==> src/verilog/hog_pkg.sv <==
// Shared types, bank geometry and address helpers for the HOG cell-histogram
// accumulator. Every module takes what it needs by wildcard import.
`default_nettype none

package hog_pkg;

  // ------------------------------------------------------------
  // widths with a meaning
  // ------------------------------------------------------------
  typedef logic [7:0]  mod_coord_t;  // mod row/col, 0..135
  typedef logic [5:0]  cell_coord_t; // cell row/col, 0..33
  typedef logic [4:0]  bin_t;        // orientation bin, 0..17
  typedef logic [34:0] hist_t;       // intensity or bin count
  typedef logic [12:0] bank_addr_t;  // word inside one bank
  typedef logic [1:0]  bank_sel_t;   // bank index

  localparam int unsigned NUM_BANKS       = 4;
  localparam int unsigned NUM_BINS        = 18;
  localparam int unsigned CELLS_PER_SIDE  = 34;
  localparam int unsigned BLOCKS_PER_SIDE = 17;   // 2x2 cell blocks per side
  localparam int unsigned BANK_DEPTH      = 5202; // 17*17 blocks * 18 bins
  localparam mod_coord_t  LAST_MOD        = 8'd135;
  localparam int unsigned CLEAR_WORDS     = 2601; // two words per cycle

  // ------------------------------------------------------------
  // bundles
  // ------------------------------------------------------------
  typedef struct packed {
    mod_coord_t  mod_row;
    mod_coord_t  mod_col;
    bin_t        bin;
    hist_t [3:0] intensity; // own, vertical, diagonal, horizontal
  } hog_sample_t;

  typedef struct packed {
    logic       en;
    bank_addr_t addr;
    hist_t      inc;  // increment, or summed value on the write side
  } bank_lane_t;

  typedef struct packed {
    cell_coord_t cell_row;
    cell_coord_t cell_col;
    bin_t        bin;
  } rd_req_t;

  typedef enum logic {
    ST_CLEAR,
    ST_RUN
  } clear_state_t;

  // bank = 3 - (2*row parity + col parity)
  function automatic bank_sel_t hog_bank_of(cell_coord_t row, cell_coord_t col);
    return bank_sel_t'(NUM_BANKS - 1) - {row[0], col[0]};
  endfunction

  // ((row/2)*17 + col/2)*18 + bin
  function automatic bank_addr_t hog_bank_addr(cell_coord_t row, cell_coord_t col, bin_t bin);
    bank_addr_t blk;
    blk = bank_addr_t'(row[5:1]) * bank_addr_t'(BLOCKS_PER_SIDE) + bank_addr_t'(col[5:1]);
    return blk * bank_addr_t'(NUM_BINS) + bank_addr_t'(bin);
  endfunction

endpackage

`default_nettype wire
==> src/verilog/hog_clear_seq.sv <==
// Clear sequencer. Zeroes all banks after reset and on each frame_start, two
// words per cycle, then opens the sample input. Also times frame_done.
`timescale 1ns/1ps
`default_nettype none

module hog_clear_seq import hog_pkg::*; (
  input  logic       aclk,
  input  logic       rst_n,
  input  logic       frame_start,
  input  logic       sample_fire,
  input  logic       last_mod,
  output logic       clear_en,
  output bank_addr_t clear_addr,
  output logic       in_ready,
  output logic       frame_done
);

  clear_state_t state;
  bank_addr_t   clr_addr_q; // even word, port B takes the odd one
  logic [2:0]   done_sr;    // accept, write, then pulse

  always_ff @(posedge aclk or negedge rst_n) begin
    if (!rst_n) begin
      state      <= ST_CLEAR;
      clr_addr_q <= '0;
    end else if (frame_start) begin
      state      <= ST_CLEAR; // restart even mid-clear
      clr_addr_q <= '0;
    end else if (state == ST_CLEAR) begin
      if (clr_addr_q == bank_addr_t'(2 * (CLEAR_WORDS - 1))) begin
        state      <= ST_RUN;
        clr_addr_q <= '0;
      end else begin
        clr_addr_q <= clr_addr_q + bank_addr_t'(2);
      end
    end
  end

  always_ff @(posedge aclk or negedge rst_n) begin
    if (!rst_n) begin
      done_sr <= '0;
    end else begin
      done_sr <= {done_sr[1:0], sample_fire & last_mod};
    end
  end

  assign clear_en   = (state == ST_CLEAR);
  assign clear_addr = clr_addr_q;
  assign in_ready   = (state == ST_RUN);
  assign frame_done = done_sr[2]; // one cycle after the last word lands

endmodule

`default_nettype wire

==> config.mk <==
export PLATFORM = sky130hd
export DESIGN_NAME = hog_clear_seq
export DESIGN_NICKNAME = d
export VERILOG_FILES = /design/src/verilog/hog_pkg.sv /design/src/verilog/hog_clear_seq.sv
export SDC_FILE = /design/constraint.sdc
export NUM_CORES = 1
export LEC_CHECK = 0
export BUFFER_PORTS_ARGS = -buffer_cell sky130_fd_sc_hd__buf_4
export CAP_MARGIN = 5
export CORE_MARGIN = 5
export CORE_UTILIZATION = 45
export CTS_CLUSTER_DIAMETER = 30
export CTS_CLUSTER_SIZE = 16
export DETAILED_ROUTE_END_ITERATION = 12
export PLACE_DENSITY = 0.74
export SYNTH_ARGS = -nofsm -noshare
export SYNTH_HDL_FRONTEND = slang
export SYNTH_SLANG_ARGS = --single-unit
==> constraint.sdc <==
create_clock -name aclk -period 1.3 [get_ports aclk]
set_input_delay 0.195 -clock aclk [delete_from_list [all_inputs] [get_ports aclk]]
set_output_delay 0.195 -clock aclk [all_outputs]
set_load 0.02 [all_outputs]
==> qor.txt <==
OUTCOME
-------------------------------------------------------------------------------------------------
Run status ......................................................................... finished with violations
Violated checks .................................................................... setup timing

WORST SETUP PATH
-------------------------------------------------------------------------------------------------
Endpoint kind of the worst setup timing path .......................................    flip-flop
Cell family with most CP delay ..................................................... simple AND/OR/NAND/NOR gates
Sum of buffers and inverters on the critical path ..................................            0
Crit-path max FO ...................................................................            5
Worst Path Arrival .................................................................      1.57 ns
Startpoint type of the worst setup path ............................................    flip-flop
Largest stage delay on the critical path ...........................................      0.44 ns
Data required time of the critical path ............................................      1.50 ns
Worst Setup Path Type ..............................................................   reg -> reg
Slowest CP cell .................................................................... sky130_fd_sc_hd__dfrtp_2
Crit path cell chain ............................................................... and4_4, nand3_2, or4_4, o211ai_2

DIE
-------------------------------------------------------------------------------------------------
Count of boundary I/O pins .........................................................           21
Placeable core area ................................................................     1708 um2
Chip height ........................................................................     52.28 um
Die W ..............................................................................     52.28 um
Die Footprint ......................................................................     2733 um2
Placement row count ................................................................           15
Starting utilization of the core area ..............................................       47.11%

YOSYS
-------------------------------------------------------------------------------------------------
Area fraction in compound gates after synthesis ....................................       17.88%
Post-Syn Nets ......................................................................           86
Post-Synth Simple-Gate Area ........................................................       24.11%
Post-Synth Adder-Cell Area .........................................................       1.555%
Share of synthesized area spent on multiplexers ....................................       1.244%
Number of synthesized register bits ................................................           16
Fraction of the yosys area taken by sequential cells ...............................       49.77%
Post-synth design cell area ........................................................    804.5 um2
Asr flop ratio synth ...............................................................       100.0%
Yosys warns ........................................................................            0
Number of distinct library cell variants in the gate-level netlist after synthesis .           34
Xor and xnor fraction of the mapped netlist area ...................................       1.089%
Commonest register cell after synthesis ............................................ sky130_fd_sc_hd__dfrtp_1
Number of synthesized flops with an enable pin .....................................            0
Synthesized netlist cell count .....................................................           80
Dominant combinational cell family by area after synthesis ......................... simple AND/OR/NAND/NOR gates
Synthesized area per cell ..........................................................    10.06 um2

PLACED DESIGN
-------------------------------------------------------------------------------------------------
Input/output buffers ...............................................................           19
RD Place Congestion ................................................................       0.8759
Number of instances in the placed design ...........................................          138
Total half-perimeter wirelength after legalization and detailed placement ..........      1578 um
Placed Area ........................................................................     1132 um2

CELLS AND AREA
-------------------------------------------------------------------------------------------------
Post-route standard cell area excluding fillers ....................................     1240 um2
Combined flip-flop and latch cell area .............................................    414.1 um2
Filler cell count ..................................................................          125
Leading cell type in the layout, fill and taps excluded ............................ sky130_fd_sc_hd__buf_4
Filler-free cell count of the finished design ......................................          145
Total number of nets in the final design ...........................................          127
Most used cells in the layout excluding fill and tap cells ......................... sky130_fd_sc_hd__buf_4 (38), sky130_fd_sc_hd__dfrtp_2 (11), sky130_fd_sc_hd__nand2_1 (8), sky130_fd_sc_hd__dfrtp_1 (5)
Diodes inserted ....................................................................            0
Area Overhead vs Synth .............................................................       54.12%
Multi-input gate area in the final layout ..........................................    447.9 um2
Share of post-route cells with drive strength above 1 ..............................       59.17%

STA
-------------------------------------------------------------------------------------------------
Final setup vio count ..............................................................           10
Unrepaired setup endpoints after global routing ....................................          yes
Max frequency ......................................................................    729.8 MHz
Share of the clock period used by the worst path after layout ......................       105.4%
Number of pins with negative max-slew slack in the final report ....................            0
Final Critical Period ..............................................................     1.370 ns
Worst path setup slack after routing ...............................................  -0.07019 ns
Setup Total Neg Slack ..............................................................   -0.2691 ns
Setup Skew .........................................................................  0.003170 ns
Final Hold Violating Endpoints .....................................................            0

GRT
-------------------------------------------------------------------------------------------------
Aggregate global routing overflow ..................................................            0
First-pass GRT wire length .........................................................      3691 um
GRT Resource Usage Total ...........................................................       18.41%
Vias in the first global route .....................................................          811
Number of antenna violations at the first check in global routing ..................            0
Maximum number of pins on one net before global-route repair .......................           17

ROUTING
-------------------------------------------------------------------------------------------------
Routed length per instance .........................................................     15.42 um
Antenna Nets Post-Route ............................................................            0
Via-to-Cell Ratio ..................................................................        5.752
First-pass iteration count of the detailed router ..................................            4
Number of vias in the routed layout ................................................          834
DRC violation total after the first TritonRoute iteration ..........................            7
Post-detailed-routing wire length ..................................................      2236 um
Drt drc ............................................................................            0

CTS
-------------------------------------------------------------------------------------------------
Buffers from clock root to sink, at most ...........................................            2
Total clock buffers created by CTS .................................................            3
Insertion delay of the later-clocked pin in the worst-skew pair ....................      0.28 ns
H-tree levels ......................................................................            1
CTS tree ...........................................................................        built
CTS Root Buffer Type ............................................................... sky130_fd_sc_hd__clkbuf_4
Reg clk slew, reported paths .......................................................      0.09 ns
Clk sinks ..........................................................................           16

POWER
-------------------------------------------------------------------------------------------------
Power per Cell Area ................................................................ 771.6 nW/um2
Maximum VDD drop ...................................................................  0.0006463 V
Final total power ..................................................................     956.8 uW
Lkg Pwr ............................................................................    0.5387 nW

WORST HOLD PATH
-------------------------------------------------------------------------------------------------
Hold WC Path Type ..................................................................    in -> reg

FLOW RUN
-------------------------------------------------------------------------------------------------
Total of max-cap violations ........................................................            0

-- cells by family (layout without fill, tap and decap cells) --
| group | after synthesis | in the layout |
|---|---|---|
| other | 1 | 1 |
| AO/OA/AOI/OAI | 21 | 21 |
| flip-flops | 16 | 16 |
| XOR/XNOR | 1 | 1 |
| adder cells (fa/ha/maj) | 1 | 1 |
| AND/OR/NAND/NOR | 32 | 32 |
| multiplexers | 1 | 1 |
| buffers and inverters | 7 | 47 |
-- worst paths after layout --
kind | to | from | cells past startpoint | slack (ns)
hold / removal | done_sr[0] | last_mod | 2 | 0.12
hold reg to reg | done_sr[1] | done_sr[0] | 0 | 0.36
max in group asynchronous | clear_addr[4] | rst_n | 2 | 0.80
setup reg to reg | clear_addr[10] | clear_addr[1] | 4 | -0.07
setup / recovery | clear_addr[10] | clear_addr[1] | 4 | -0.07
min in group asynchronous | clear_addr[8] | rst_n | 2 | 0.30
-- synth_stat cells, types with 3 or more instances --
cell	n	share of area [%]
sky130_fd_sc_hd__dfrtp_1	16	50
sky130_fd_sc_hd__inv_1	4	1.9
sky130_fd_sc_hd__nor2_1	3	1.4
sky130_fd_sc_hd__nand2_1	9	4.2
sky130_fd_sc_hd__a31oi_1	4	3.1
sky130_fd_sc_hd__o21ai_0	6	3.7
sky130_fd_sc_hd__nand3_1	4	2.5
-- sequential cells by signal, indices dropped and copies added, names as in the netlist --
signal / flops
clear_addr: 12
done_sr: 3
in_ready: 1
-- layer usage --
| metal | routed length (um) | global-route usage (%) | up-vias |
|---|---|---|---|
| met2 | 1140 | 30.58 | 32 |
| met4 | 85 | 10.64 | 0 |
| li1 | - | - | 383 |
| met5 | 0 | 0 | - |
| met1 | 881 | 22.10 | 408 |
| met3 | 129 | 3.134 | 11 |
-- power breakdown --
group          leakage [nW]  internal, mW  switching, mW  total [mW]
logic                 0.318        0.0481         0.0576       0.106
registers             0.200         0.511         0.0150       0.526
clock network        0.0210         0.170          0.155       0.325
-- final cells by class --
class	instances	share of cell area, %
clock buffer	4	2.926
tap	25	2.523
multi-input combinational	57	36.13
inverter	4	1.211
sequential	16	33.40
timing repair buffer	39	23.81
-- stage by stage --
stage,hold WS [ns],utilization [%],setup WS (ns)
floorplan,-0.1006,-,-0.06500
global placement,0.06576,66.30,-0.02087
detailed placement,0.06603,66.30,-0.08547
CTS,0.1152,71.58,-0.07291
global route,0.1267,72.60,-0.1604
finish,0.1204,72.60,-0.07019
-- what timing repair did --
| action | CTS | global route |
|---|---|---|
| pin swaps | 3 | 7 |
| endpoints found under the setup margin | 13 | 15 |
| buffers inserted | 1 | 1 |
| hold buffers | 1 | 0 |
| hold endpoints to repair | 16 | 0 |
| gates resized for setup | 8 | 6 |
(Power assumes the default switching activity.)
