--- config.mk ---
export PLATFORM = sky130hd
export DESIGN_NAME = hog_bin_accum
export DESIGN_NICKNAME = d
export VERILOG_FILES = /design/src/verilog/hog_pkg.sv /design/src/verilog/hog_bin_accum.sv
export SDC_FILE = /design/constraint.sdc
export NUM_CORES = 1
export LEC_CHECK = 0
export BUFFER_PORTS_ARGS = -buffer_cell sky130_fd_sc_hd__buf_2
export CAP_MARGIN = 20
export CORE_AREA = 2 2 209 211
export CTS_BUF_LIST = sky130_fd_sc_hd__clkbuf_4 sky130_fd_sc_hd__clkbuf_8
export DETAILED_ROUTE_END_ITERATION = 10
export DIE_AREA = 0 0 211 213
export PLACE_DENSITY_LB_ADDON = 0.08
export REMOVE_ABC_BUFFERS = 1
export SETUP_SLACK_MARGIN = 0.05
export SLEW_MARGIN = 20
export SYNTH_ARGS = -nofsm -noshare
export SYNTH_HDL_FRONTEND = slang
export SYNTH_SLANG_ARGS = --single-unit
export TNS_END_PERCENT = 50
--- constraint.sdc ---
create_clock -name aclk -period 14.6 [get_ports aclk]
set_input_delay 1.46 -clock aclk [delete_from_list [all_inputs] [get_ports aclk]]
set_output_delay 1.46 -clock aclk [all_outputs]
set_load 0.005 [all_outputs]
--- src/verilog/hog_pkg.sv ---
// Shared types, bank geometry and address helpers for the HOG cell-histogram
// accumulator. Every module takes what it needs by wildcard import.
`default_nettype none

package hog_pkg;

  // ------------------------------------------------------------
  // widths with a meaning
  // ------------------------------------------------------------
  typedef logic [7:0]  mod_coord_t;  // mod row/col, 0..135
  typedef logic [5:0]  cell_coord_t; // cell row/col, 0..33
  typedef logic [4:0]  bin_t;        // orientation bin, 0..17
  typedef logic [34:0] hist_t;       // intensity or bin count
  typedef logic [12:0] bank_addr_t;  // word inside one bank
  typedef logic [1:0]  bank_sel_t;   // bank index

  localparam int unsigned NUM_BANKS       = 4;
  localparam int unsigned NUM_BINS        = 18;
  localparam int unsigned CELLS_PER_SIDE  = 34;
  localparam int unsigned BLOCKS_PER_SIDE = 17;   // 2x2 cell blocks per side
  localparam int unsigned BANK_DEPTH      = 5202; // 17*17 blocks * 18 bins
  localparam mod_coord_t  LAST_MOD        = 8'd135;
  localparam int unsigned CLEAR_WORDS     = 2601; // two words per cycle

  // ------------------------------------------------------------
  // bundles
  // ------------------------------------------------------------
  typedef struct packed {
    mod_coord_t  mod_row;
    mod_coord_t  mod_col;
    bin_t        bin;
    hist_t [3:0] intensity; // own, vertical, diagonal, horizontal
  } hog_sample_t;

  typedef struct packed {
    logic       en;
    bank_addr_t addr;
    hist_t      inc;  // increment, or summed value on the write side
  } bank_lane_t;

  typedef struct packed {
    cell_coord_t cell_row;
    cell_coord_t cell_col;
    bin_t        bin;
  } rd_req_t;

  typedef enum logic {
    ST_CLEAR,
    ST_RUN
  } clear_state_t;

  // bank = 3 - (2*row parity + col parity)
  function automatic bank_sel_t hog_bank_of(cell_coord_t row, cell_coord_t col);
    return bank_sel_t'(NUM_BANKS - 1) - {row[0], col[0]};
  endfunction

  // ((row/2)*17 + col/2)*18 + bin
  function automatic bank_addr_t hog_bank_addr(cell_coord_t row, cell_coord_t col, bin_t bin);
    bank_addr_t blk;
    blk = bank_addr_t'(row[5:1]) * bank_addr_t'(BLOCKS_PER_SIDE) + bank_addr_t'(col[5:1]);
    return blk * bank_addr_t'(NUM_BINS) + bank_addr_t'(bin);
  endfunction

endpackage

`default_nettype wire
--- src/verilog/hog_bin_accum.sv ---
// Stage 2 of the accumulator. Adds each lane increment to the word read from
// its bank and presents the port-B write in the same cycle. The last write per
// bank is kept so a back-to-back hit on the same word sums the fresh value.
`timescale 1ns/1ps
`default_nettype none

module hog_bin_accum import hog_pkg::*; (
  input  logic       aclk,
  input  logic       rst_n,
  input  bank_lane_t lane_q  [NUM_BANKS],
  input  hist_t      rd_word [NUM_BANKS],
  output bank_lane_t wr_lane [NUM_BANKS]
);

  logic [NUM_BANKS-1:0] prev_en;                // bank wrote on the last edge
  bank_addr_t           prev_addr [NUM_BANKS];
  hist_t                prev_val  [NUM_BANKS];
  logic [NUM_BANKS-1:0] fwd_hit;
  hist_t                base_val  [NUM_BANKS];

  // ------------------------------------------------------------
  // bypass compare and add
  // ------------------------------------------------------------
  always_comb begin
    for (int k = 0; k < NUM_BANKS; k++) begin
      // port A read the old word while the previous write landed
      fwd_hit[k]      = prev_en[k] && (prev_addr[k] == lane_q[k].addr);
      base_val[k]     = fwd_hit[k] ? prev_val[k] : rd_word[k];
      wr_lane[k].en   = lane_q[k].en;
      wr_lane[k].addr = lane_q[k].addr;
      wr_lane[k].inc  = base_val[k] + lane_q[k].inc; // summed count, not the increment
    end
  end

  // ------------------------------------------------------------
  // write history, one deep is enough
  // ------------------------------------------------------------
  always_ff @(posedge aclk or negedge rst_n) begin
    if (!rst_n) begin
      prev_en <= '0;
    end else begin
      for (int k = 0; k < NUM_BANKS; k++) begin
        prev_en[k] <= wr_lane[k].en;
      end
    end
  end

  always_ff @(posedge aclk) begin
    for (int k = 0; k < NUM_BANKS; k++) begin
      prev_addr[k] <= wr_lane[k].addr;
      prev_val[k]  <= wr_lane[k].inc;
    end
  end

endmodule

`default_nettype wire

==> run summary <==
====================================================================================================
Net count, final ......................................................................         2428
Clock tree root driver cell ...........................................................     clkbuf_8
Footprint of the flip-flops and latches ...............................................  0.00394 mm2
Worst Setup Path Type .................................................................       in2out
Proportion of register bits with asynchronous set or reset after synthesis ............        2.04%
Largest net degree at the start of global routing .....................................           36
Number of antenna violations at the first check in global routing .....................           31
Router iterations before antenna repair ...............................................            5
Via density ...........................................................................         4.97
Post-synthesis sequential area ratio ..................................................        28.6%
Pleak .................................................................................      8.10 nW
Die X-Extent ..........................................................................       211 um
Relative contribution of the clock network to total power .............................        23.8%
Post-route standard cell area excluding fillers .......................................   0.0171 mm2
Setup repair after global routing missed its margin ...................................        false
Drt drc ...............................................................................            0
Slew headroom .........................................................................        51.1%
Clock-pin slew reported for the worst setup and hold paths after clock tree synthesis .      0.12 ns
Part of the power in registers ........................................................        40.3%
Half-perimeter wire length of the detailed placement result ...........................     38700 um
Max-slew violations ...................................................................            0
Via Count .............................................................................        12600
Internal cell power ...................................................................    0.00102 W
Hold violation count in the final report ..............................................            0
Top_reg_cell synth ....................................................................      dfxtp_1
Worst reg2reg startpoint .............................................................. prev_addr[3][8]$_DFF_P_
Fin util ..............................................................................        39.9%
Outcome ............................................................................... complete, no violations
Global-route usage over all layers ....................................................        20.2%
R2r setup slk .........................................................................      9.88 ns
Remaining antenna violation count after routing .......................................            0
GRT Residual Overflow .................................................................            0
Worst hold path stage count ...........................................................            2
Inserted Clock Buffers ................................................................           17
Fraction of the cycle the final worst path needs ......................................        51.5%
Die outline area ......................................................................   0.0449 mm2
Post-synthesis instance area ..........................................................   0.0138 mm2
Synth cell types ......................................................................           70
Worst reg2reg path endpoint ........................................................... prev_val[3][34]$_DFF_P_
Cells after Synth .....................................................................         1490
Layout area overhead ..................................................................        23.7%
Worst IR Drop VDD .....................................................................    0.0617 mV
Post-Route Setup TNS ..................................................................         0 ns
Critical path endpoint category .......................................................  output port
Count of state elements after synthesis ...............................................          196
Number of input and output port buffers inserted ......................................          533
Logic gate share of total power .......................................................        35.8%
Type of the most critical hold path ...................................................      reg2reg
Via count of the first global-routing pass ............................................        12500
Post-DR wirelength/cell ...............................................................      18.3 um
Multi-input gate area .................................................................  0.00917 mm2
Number of sinks handled by clock tree synthesis .......................................          196
Final Routed Wirelength ...............................................................     46200 um
Core Footprint ........................................................................   0.0427 mm2
Number of levels in the clock H-tree ..................................................            4
R2r worst-path depth ..................................................................           16
Highest fanout seen on the critical path ..............................................           35
Starting DRC count in detailed routing ................................................          410
RePlAce Congestion ....................................................................        0.885
Endpoint with the worst hold slack .................................................... prev_val[1][0]$_DFF_P_
# Max-Cap Violations ..................................................................            0
Hold buffer count at CTS ..............................................................            0
Most common library cell in the layout ignoring fill and taps .........................        buf_2
Worst Tran Pin Value ..................................................................     0.727 ns
CP Data Required Time .................................................................     13.14 ns
Count of flip-flops with a built-in enable after synthesis ............................            0
Maximum achievable frequency ..........................................................      133 MHz
Final-report setup violation count ....................................................            0
Startpoint types ...................................................................... primary input
Setup skew after layout ...............................................................    0.0207 ns
Filler cells ..........................................................................         4443
Avg Inst Size Synth ...................................................................     9.25 um2
Placed Instance Area ..................................................................   0.0166 mm2
Cells resized by post-CTS repair ......................................................            0
Number of ports placed on the die boundary ............................................          534
First-pass GRT wire length ............................................................     68900 um
Setup Fix Bufs, Post-CTS ..............................................................            0
Initial standard-cell utilization of the core .........................................        32.3%
Share of cells above drive strength 1 .................................................        37.1%
Y dimension of the die ................................................................       213 um
Power Dens Cells ......................................................................  94.2 mW/mm2
Clock latency on the worst-skew pair ..................................................      0.60 ns
TritonCTS clock tree ..................................................................         done
Data arrival time of the critical path ................................................      6.05 ns
Start point of the worst min-delay path ............................................... prev_val[1][0]$_DFF_P_
Row count .............................................................................           76
Net switching share of the total power ................................................        36.3%
Yosys warning count ...................................................................            0
Top library cells by usage in the layout, fill and taps aside ......................... buf_2 (533), dfxtp_1 (192), mux2_2 (138)
Power spent charging and discharging nets .............................................   0.000583 W
Post-route minimum period .............................................................      7.51 ns
Number of buffers on the longest clock path ...........................................            2
====================================================================================================
## metrics by stage
stage                     hold slack [ns]  power, W  instances  setup WS, ns
after floorplan                     0.582  0.000992       1394          7.08
after global placement              0.567   0.00124       2477          7.16
after detailed placement            0.583   0.00124       2477          7.07
after CTS                           0.581   0.00164       2509          7.04
after global routing                0.602   0.00172       2519          6.67
final                               0.607   0.00161       2526          7.09
## worst max-delay path: stages
cell,delay [ns]
buf_2,0.12
xor2_1,0.16
nor4_1,0.32
nand3_1,0.19
nor3_4,0.13
buf_4,0.45
mux2_2,0.40
ha_1,0.22
fa_1,0.45
a211oi_1,0.23
o21bai_1,0.17
a221o_1,0.36
o21ai_0,0.25
a21oi_1,0.12
a21oi_1,0.36
o311ai_0,0.26
xnor2_1,0.25
buf_2,0.14
## layer usage
metal  vias to the layer above  global-route usage [%]  wire, um
met1                      5740                    22.8     19100
met4                        28                    9.13      1200
met5                         -                       0       184
met3                        82                    7.07      3290
li1                       6359                       -         -
met2                       352                    34.4     22400
## cell type report
type                            count  share of cell area (%)
Antenna cell                       17                   0.250
Clock buffer                       18                    1.45
Clock inverter                     14                   0.910
Inverter                           30                   0.660
Multi-Input combinational cell   1168                    53.8
Sequential cell                   196                    23.1
Tap cell                          546                    4.01
Timing Repair Buffer              537                    15.8
## power by group through the flow
stage / Clock [W] / Sequential (W) / Combinational, W
after global placement: 0 / 0.000659 / 0.000579
after detailed placement: 0 / 0.000662 / 0.000577
after CTS: 0.000406 / 0.000649 / 0.000582
final: 0.000383 / 0.000648 / 0.000576
after floorplan: 0 / 0.000655 / 0.000337
after global routing: 0.000423 / 0.000659 / 0.000639
## worst max path at each step
| stage | from | endpoint |
|---|---|---|
| 2_1_floorplan | lane_q[43] | wr_lane[34] |
| 3_3_place_gp | lane_q[90] | wr_lane[75] |
| 3_5_place_dp | lane_q[43] | wr_lane[34] |
| 4_1_cts | lane_q[43] | wr_lane[34] |
| 5_1_grt | lane_q[39] | wr_lane[34] |
| 6_report | lane_q[43] | wr_lane[34] |
## synthesized netlist by cell type, drive strengths merged (4+ instances only)
library cell,count,area (um2)
o21ai,56,280
nand2b,11,68.8
ha,136,1700
a211oi,16,120
and4,5,43.8
xnor2,111,972
mux2i,5,50.1
a21oi,110,554
mux2,138,1550
and2,11,68.8
nor2b,10,62.6
o31ai,4,35.0
nand2,66,248
inv,30,113
nand3,45,225
nor3,26,145
a31oi,21,138
a311oi,4,35.0
buf,59,435
a221oi,5,43.8
and3,18,113
fa,4,80.1
o21bai,25,188
a21o,83,623
a211o,5,43.8
xor2,61,534
clkbuf,37,139
nand4,23,144
or2,5,31.3
o211ai,10,75.1
a221o,4,40.0
a41oi,5,51.3
a2111oi,5,62.6
or3,10,62.6
dfxtp,192,3840
o21a,10,75.1
nor4,11,83.8
nor2,74,278
dfrtp,4,100
## flip-flops by register name, summed over array words and instances (netlist names)
signal	flops
prev_addr	52
prev_en	4
prev_val	140
## logic make-up after synthesis
logic type	count (synthesis)	share of synthesized area [%]
multiplexers	143	11.6
XOR/XNOR	172	10.9
AO/OA/AOI/OAI	391	19.1
AND/OR/NAND/NOR	322	11.8
buffers and inverters	126	4.98
flip-flops	196	28.6
adder cells (fa/ha/maj)	140	12.9
Note: power is estimated with default switching activity, not from simulation.
