### config.mk
export PLATFORM = sky130hd
export DESIGN_NAME = hog_cell_addr
export DESIGN_NICKNAME = d
export VERILOG_FILES = /design/src/verilog/hog_pkg.sv /design/src/verilog/hog_cell_addr.sv
export SDC_FILE = /design/constraint.sdc
export NUM_CORES = 1
export LEC_CHECK = 0
export ABC_AREA = 0
export BUFFER_PORTS_ARGS = -buffer_cell sky130_fd_sc_hd__buf_2
export CORE_AREA = 2 2 217 219
export CTS_CLUSTER_DIAMETER = 200
export DETAILED_ROUTE_END_ITERATION = 16
export DIE_AREA = 0 0 219 221
export GPL_ROUTABILITY_DRIVEN = 0
export PLACE_DENSITY = 0.54
export SETUP_SLACK_MARGIN = 0.5
export SLEW_MARGIN = 10
export SYNTH_ARGS = -nofsm -noshare
export SYNTH_HDL_FRONTEND = slang
export SYNTH_SLANG_ARGS = --single-unit
### constraint.sdc
create_clock -name aclk -period 11.1 [get_ports aclk]
set_input_delay 2.22 -clock aclk [delete_from_list [all_inputs] [get_ports aclk]]
set_output_delay 2.22 -clock aclk [all_outputs]
set_load 0.02 [all_outputs]
### src/verilog/hog_pkg.sv
// Shared types, bank geometry and address helpers for the HOG cell-histogram
// accumulator. Every module takes what it needs by wildcard import.
`default_nettype none

package hog_pkg;

  // ------------------------------------------------------------
  // widths with a meaning
  // ------------------------------------------------------------
  typedef logic [7:0]  mod_coord_t;  // mod row/col, 0..135
  typedef logic [5:0]  cell_coord_t; // cell row/col, 0..33
  typedef logic [4:0]  bin_t;        // orientation bin, 0..17
  typedef logic [34:0] hist_t;       // intensity or bin count
  typedef logic [12:0] bank_addr_t;  // word inside one bank
  typedef logic [1:0]  bank_sel_t;   // bank index

  localparam int unsigned NUM_BANKS       = 4;
  localparam int unsigned NUM_BINS        = 18;
  localparam int unsigned CELLS_PER_SIDE  = 34;
  localparam int unsigned BLOCKS_PER_SIDE = 17;   // 2x2 cell blocks per side
  localparam int unsigned BANK_DEPTH      = 5202; // 17*17 blocks * 18 bins
  localparam mod_coord_t  LAST_MOD        = 8'd135;
  localparam int unsigned CLEAR_WORDS     = 2601; // two words per cycle

  // ------------------------------------------------------------
  // bundles
  // ------------------------------------------------------------
  typedef struct packed {
    mod_coord_t  mod_row;
    mod_coord_t  mod_col;
    bin_t        bin;
    hist_t [3:0] intensity; // own, vertical, diagonal, horizontal
  } hog_sample_t;

  typedef struct packed {
    logic       en;
    bank_addr_t addr;
    hist_t      inc;  // increment, or summed value on the write side
  } bank_lane_t;

  typedef struct packed {
    cell_coord_t cell_row;
    cell_coord_t cell_col;
    bin_t        bin;
  } rd_req_t;

  typedef enum logic {
    ST_CLEAR,
    ST_RUN
  } clear_state_t;

  // bank = 3 - (2*row parity + col parity)
  function automatic bank_sel_t hog_bank_of(cell_coord_t row, cell_coord_t col);
    return bank_sel_t'(NUM_BANKS - 1) - {row[0], col[0]};
  endfunction

  // ((row/2)*17 + col/2)*18 + bin
  function automatic bank_addr_t hog_bank_addr(cell_coord_t row, cell_coord_t col, bin_t bin);
    bank_addr_t blk;
    blk = bank_addr_t'(row[5:1]) * bank_addr_t'(BLOCKS_PER_SIDE) + bank_addr_t'(col[5:1]);
    return blk * bank_addr_t'(NUM_BINS) + bank_addr_t'(bin);
  endfunction

endpackage

`default_nettype wire
### src/verilog/hog_cell_addr.sv
// Stage 1 of the accumulator. Maps one mod sample onto its four target cells,
// routes each cell to its bank by parity and drives the port-A read addresses.
// The same lanes are registered for the add stage one cycle later.
`timescale 1ns/1ps
`default_nettype none

module hog_cell_addr import hog_pkg::*; (
  input  logic        aclk,
  input  logic        rst_n,
  input  logic        sample_valid,
  input  hog_sample_t sample,
  output bank_lane_t  rd_lane [NUM_BANKS],
  output bank_lane_t  lane_q  [NUM_BANKS]
);

  logic [6:0]           own_row;          // one spare bit so -1 and 34 fall out of range
  logic [6:0]           own_col;
  logic [6:0]           nb_row;
  logic [6:0]           nb_col;
  logic [6:0]           tgt_row [4];
  logic [6:0]           tgt_col [4];
  logic [3:0]           tgt_ok;
  bank_sel_t            tgt_bank [4];
  logic [NUM_BANKS-1:0] en_q;
  bank_addr_t           addr_q [NUM_BANKS];
  hist_t                inc_q  [NUM_BANKS];

  // ------------------------------------------------------------
  // target cells
  // ------------------------------------------------------------
  assign own_row = {1'b0, sample.mod_row[7:2]};
  assign own_col = {1'b0, sample.mod_col[7:2]};
  assign nb_row  = sample.mod_row[1] ? own_row + 7'd1 : own_row - 7'd1; // lower half steps down
  assign nb_col  = sample.mod_col[1] ? own_col + 7'd1 : own_col - 7'd1; // right half steps right

  always_comb begin
    tgt_row[0] = own_row; // own cell, intensity 0
    tgt_col[0] = own_col;
    tgt_row[1] = nb_row;  // vertical, intensity 1
    tgt_col[1] = own_col;
    tgt_row[2] = nb_row;  // diagonal, intensity 2
    tgt_col[2] = nb_col;
    tgt_row[3] = own_row; // horizontal, intensity 3
    tgt_col[3] = nb_col;
  end

  // ------------------------------------------------------------
  // bank routing, the four targets always differ in parity
  // ------------------------------------------------------------
  always_comb begin
    for (int k = 0; k < NUM_BANKS; k++) begin
      rd_lane[k] = '0;
    end
    for (int j = 0; j < 4; j++) begin
      tgt_ok[j]   = (tgt_row[j] < 7'(CELLS_PER_SIDE)) && (tgt_col[j] < 7'(CELLS_PER_SIDE));
      tgt_bank[j] = hog_bank_of(tgt_row[j][5:0], tgt_col[j][5:0]);
      rd_lane[tgt_bank[j]].en   = sample_valid & tgt_ok[j]; // off-grid cells just skip
      rd_lane[tgt_bank[j]].addr = hog_bank_addr(tgt_row[j][5:0], tgt_col[j][5:0], sample.bin);
      rd_lane[tgt_bank[j]].inc  = sample.intensity[j];
    end
  end

  always_ff @(posedge aclk or negedge rst_n) begin
    if (!rst_n) begin
      en_q <= '0;
    end else begin
      for (int k = 0; k < NUM_BANKS; k++) begin
        en_q[k] <= rd_lane[k].en;
      end
    end
  end

  always_ff @(posedge aclk) begin
    for (int k = 0; k < NUM_BANKS; k++) begin
      addr_q[k] <= rd_lane[k].addr; // lines up with the port-A read data
      inc_q[k]  <= rd_lane[k].inc;
    end
  end

  always_comb begin
    for (int k = 0; k < NUM_BANKS; k++) begin
      lane_q[k] = '{en: en_q[k], addr: addr_q[k], inc: inc_q[k]};
    end
  end

endmodule

`default_nettype wire

==> metrics, run 1 <==
status finished clean; met3 Use GR 4.91%; CP peak stage delay 0.52 ns; Bufs on Longest Clock Path 2; Worst Path Required 8.88 ns; leakage 7.75 nW; DP Wirelength 43000 microns; Post-Synthesis Cell Area 0.0128 sq mm; Clk pin slew, worst setup/hold paths 0.08 ns; gr ovfl total 0; maximum vdd drop 299 uV; routed vias 11300; Yosys cell types 70; synthesized flop and latch total 196; final wirelength 50500 microns; Synth area leaders dfxtp_1 (30%), mux4_2 (26%), ha_1 (11%), mux2i_1 (4.8%), xnor2_1 (3.3%); Num CTS Buffers 17; nets@finish 1889; P per Cell Area 328 mW/mm^2; clock root buffer clkbuf_16; Initial Utilization 27.8%; I/O Pins 556; RSZ-0062 raised after global routing false; initial antenna violation count 15; GR Util met1 22.5%; Worst Max-Slew Pin Slew 1.06 ns; mean area per synthesized cell 12.0 sq um; number of flops mapped to enable cells by yosys 0; Crit path top cell by count ha_1; count of pins over their slew limit 0; wire length per cell 22.6 microns; count leader, synth dfxtp_1; Post-Syn Instances 1066; Final min period 10.21 ns; Main synth FF type dfxtp_1; critical path launch point sample[154]; # hold bufs at CTS 0; Final period util 92.0%; Final TNS setup 0 ns; GRT met2 Usage 36.0%; relative slew slack 29.1%; crit path max-delay cell type or4_4; Die Ht 221 microns; FFs w/ async S/R, synth 2.04%; f_max 98.0 MHz; fill count 4623; Post-synth top cells dfxtp_1 (192), mux4_2 (148), ha_1 (112), mux2i_1 (61), nor2_1 (61); area grow syn2layout 31.6%; CORE AREA 0.0461 sq mm; vias in the first global route 10500; Critical Path, Cell by Cell buf_2 > inv_1 > ha_1 > o21ai_0 > or4b_4 > o2111ai_4 > ha_1 > ha_1 > ha_1 > xnor3_1 > nor3b_1 > o21a_1 > nor2_1 > ha_1 > ha_1 > o21ai_0 > a2111oi_0 > a311oi_1 > nand2b_1 > o22a_1 > or4_4 > nand3_1 > nand3_1 > buf_2; area leader, netlist dfxtp_1; PortBufs 553; global-route wire length before repair 70300 microns; CP Capture Type output port; die extent in x 219 microns; num rows 79; Synth top area share 30.0%; footprint of the multi-input gates 0.00850 sq mm; # setup viols final 0; ratio of cells with drive above 1 in the final layout 46.9%; CTS tree yes; CP max FO 5; Global Route Usage Sum 20.1%; Initial DRC Count 695; CP arrival 7.99 ns; gr busiest metal met2; kind of critical path in -> out; drt pass-1 iters 6; crit start category input port; sequential cell area 0.00394 sq mm; MaxCap Viol Count 0; Vias/cell 5.07; Final ANT Viol Nets 0; DRC Markers 0; Hold WC Path Type in -> async; yosys warns 0; Die ar. 0.0484 sq mm; Num Clock Sinks 196; Final Hold Viols 0; H-tree depth 4; largest net degree at the start of global routing 75; register area share after synthesis 30.8%; worst hold margin 1.52 ns
final cells by class:
type / instances / area share, %
diodes: 12 / 0.178
clock buffers: 18 / 2.54
clock inverters: 14 / 0.920
inverters: 57 / 1.27
multi-input cells: 768 / 50.4
flip-flops and latches: 196 / 23.4
well taps: 607 / 4.50
repair buffers: 559 / 16.8
metrics by stage:
stage	cells	utilization [%]	power [mW]	instance area, sq um	setup WS, ns
2_1_floorplan	1069	-	3.63	12800	1.17
3_3_place_gp	2187	35.2	4.90	16200	0.906
3_5_place_dp	2187	35.2	4.93	16200	0.838
4_1_cts	2219	36.5	5.59	16800	0.807
5_1_grt	2229	36.6	5.91	16900	0.494
6_report	2231	36.6	5.54	16900	0.893
final timing paths:
check                      cells past startpoint      endpoint  slack [ns]
max in group asynchronous                      1       en_q[0]        9.46
min in group aclk                              1  addr_q[3][0]        1.91
max                                           24   rd_lane[47]        0.89
min                                            1       en_q[3]        1.52
state kept, by name, summed over array words and instances (netlist names):
register  flops
addr_q       52
inc_q       140
en_q          4
kinds of logic (layout without fill, tap and decap cells):
family                   count (synthesis)  in the layout  share of synthesized area [%]
adder cells (fa/ha/maj)                126            126                           13.1
XOR/XNOR                                84             84                           6.06
flip-flops                             196            196                           30.8
other                                    1             16                         0.0293
AO/OA/AOI/OAI                          166            166                           8.70
AND/OR/NAND/NOR                        178            178                           7.33
buffers and inverters                  105            648                           3.11
multiplexers                           210            210                           30.9
what timing repair did:
| action | in CTS | in global routing |
|---|---|---|
| gates resized for setup | 0 | 3 |
| buffers inserted | 0 | 0 |
| endpoints found under the setup margin | 0 | 4 |
| endpoints found under the hold margin | 0 | 0 |
routing by layer:
layer	share of wire, %	up-vias
met4	3.4	0
met5	0	-
li1	-	5160
met3	7.1	62
met1	37	5593
met2	52	498
placed cells by master (no fill, tap or decap), types with 20 or more instances in the layout:
cell | Yosys | layout
ha_1 | 112 | 112
nor2_1 | 61 | 61
dfxtp_1 | 192 | 192
inv_1 | 55 | 55
xnor2_1 | 49 | 49
buf_2 | 3 | 551
a21oi_1 | 39 | 39
xor2_1 | 32 | 30
mux4_2 | 148 | 148
nand2_1 | 20 | 20
o21ai_0 | 36 | 36
nand3_1 | 23 | 23
mux2i_1 | 61 | 61
report_power, final:
part | internal, mW | leakage (nW) | switching (mW) | total (mW)
sequential | 0.872 | 1.67 | 0.0327 | 0.905
combinational | 1.44 | 5.80 | 2.57 | 4.00
clock | 0.302 | 0.280 | 0.326 | 0.628
total | 2.61 | 7.75 | 2.92 | 5.54
critical path: cells and delay by family:
kind            cells  cell delay (ns)
fa+ha+maj           6             1.65
simple gates        7             1.82
xor+xnor            1             0.41
compound gates      7             1.45
buf+inv             3             0.41
Note: power is estimated with default switching activity, not from simulation.
==> run 2: changes to the inputs <==
--- a/config.mk
+++ b/config.mk
@@ -14,6 +14,7 @@
 export GPL_ROUTABILITY_DRIVEN = 0
 export PLACE_DENSITY = 0.54
 export SETUP_SLACK_MARGIN = 0.5
+export SKIP_LAST_GASP = 1
 export SLEW_MARGIN = 10
 export SYNTH_ARGS = -nofsm -noshare
 export SYNTH_HDL_FRONTEND = slang
==> constraint.sdc (replaced) <==
create_clock -name aclk -period 9.4 [get_ports aclk]
set_input_delay 1.88 -clock aclk [delete_from_list [all_inputs] [get_ports aclk]]
set_output_delay 1.88 -clock aclk [all_outputs]
set_load 0.02 [all_outputs]
==> metrics, run 2 (same netlist as run 1, synthesis figures left out) <==
routed vias 11800; status finished clean; CP max FO 4; clock root buffer clkbuf_16; relative slew slack 31.2%; Num CTS Buffers 17; Worst Max-Slew Pin Slew 1.03 ns; ratio of cells with drive above 1 in the final layout 56.9%; Comb pwr share 74.9%; total chip power 7.65 mW; # setup viols final 0; P per Cell Area 415 mW/mm^2; CP Capture Type output port; area grow syn2layout 43.7%; crit start category input port; most frequent cells in the layout buf_2 (542), dfxtp_1 (192), mux4_2 (148); nets@finish 1944; Vias/cell 5.17; P_int 3.78 mW; vias in the first global route 11100; Num Clock Sinks 196; CORE AREA 0.0461 sq mm; Hold WC Path Type in -> async; kind of critical path in -> out; pre-CTS setup slack 0.00793 ns; Final Hold Viols 0; crit path max-delay cell type or4_4; Setup WS post-layout 0.595 ns; gr ovfl total 0; CP arrival 6.93 ns; Crit path top cell by count ha_4; fin cells 2284; Largest register FFs 140; Switching Fraction 50.5%; Psw 3.86 mW; die extent in x 219 microns; # hold bufs at CTS 0; H-tree depth 4; DP Wirelength 43900 microns; leakage 8.27 nW; wire length per cell 23.4 microns; I/O Pins 556; drt pass-1 iters 5; largest net degree at the start of global routing 73; worst hold margin 1.17 ns; GRT met2 Usage 37.6%; clock share of power 11.0%; Reg power frac 14.1%; initial antenna violation count 20; CTS tree yes; DRC Markers 0; critical path launch point sample[154]; RSZ-0062 raised after global routing true; Initial DRC Count 723; placed cells 2200; num rows 79; Global Route Usage Sum 21.0%; Clk pin slew, worst setup/hold paths 0.09 ns; PortBufs 553; maximum vdd drop 346 uV; f_max 114 MHz; final wirelength 53500 microns; MaxCap Viol Count 0; Bufs on Longest Clock Path 2; Worst Path Required 7.52 ns; Initial Utilization 27.8%; CP peak stage delay 0.60 ns; most common cell after layout, fill and taps aside buf_2; count of pins over their slew limit 0; Biggest register inc_q; met3 Use GR 4.73%; Final min period 8.81 ns; Die ar. 0.0484 sq mm; global-route wire length before repair 73600 microns; biggest regs inc_q x140, addr_q x52, en_q x4; Final TNS setup 0 ns; Final period util 93.7%; gr busiest metal met2; Final ANT Viol Nets 0; GR Util met1 24.2%; Die Ht 221 microns
==> run 2: worst max-delay path, delay by kind of cell <==
family / cells / cell delay, ns
buffers and inverters: 6 / 0.88
AOI/OAI and AO/OA: 8 / 1.12
muxes: 1 / 0.18
and+or+nand+nor: 7 / 1.76
adders and majority gates: 5 / 1.10
==> run 2: power groups by stage <==
stage / combinational, mW / sequential [mW] / clock (mW)
final: 5.73 / 1.08 / 0.844
after global routing: 6.12 / 1.09 / 0.893
after CTS: 5.20 / 1.08 / 0.870
after detailed placement: 4.79 / 1.10 / 0
after global placement: 4.76 / 1.09 / 0
after floorplan: 2.98 / 1.31 / 0
==> run 2: through the flow <==
step | utilization [%] | cell area [sq um]
after floorplan | - | 12800
after global placement | 35.5 | 16300
after detailed placement | 35.5 | 16300
after CTS | 38.1 | 17600
after global routing | 40.0 | 18400
final | 40.0 | 18400
==> run 2: layer usage <==
metal  up-vias  share of wire [%]
met5         -               0.10
li1       5274                  -
met4         8                2.7
met1      5946                 38
met3        78                6.3
met2       494                 53
==> run 2: area by class of cell <==
cell class              instances  area (sq um)
diodes                         10          25.0
clock inverters                15           235
clock buffers                  17           425
inverters                      57           221
repair buffers                614          3290
flip-flops and latches        196          3940
multi-input cells             768          9510
well taps                     607           759
fillers                      4468         27700
==> run 2: final timing paths <==
| check | end | slack (ns) | depth (start not counted) |
|---|---|---|---|
| min in group aclk | addr_q[1][0] | 1.57 | 1 |
| worst max-delay path | rd_lane[96] | 0.59 | 27 |
| worst min-delay path | en_q[3] | 1.17 | 1 |
| max in group asynchronous | en_q[2] | 8.12 | 1 |
==> run 2: repair_timing <==
item / CTS / global route
pin swaps: 28 / 46
gates resized for setup: 82 / 120
endpoints found under the setup margin: 16 / 17
hold endpoints to repair: 0 / 0
setup buffers: 13 / 29
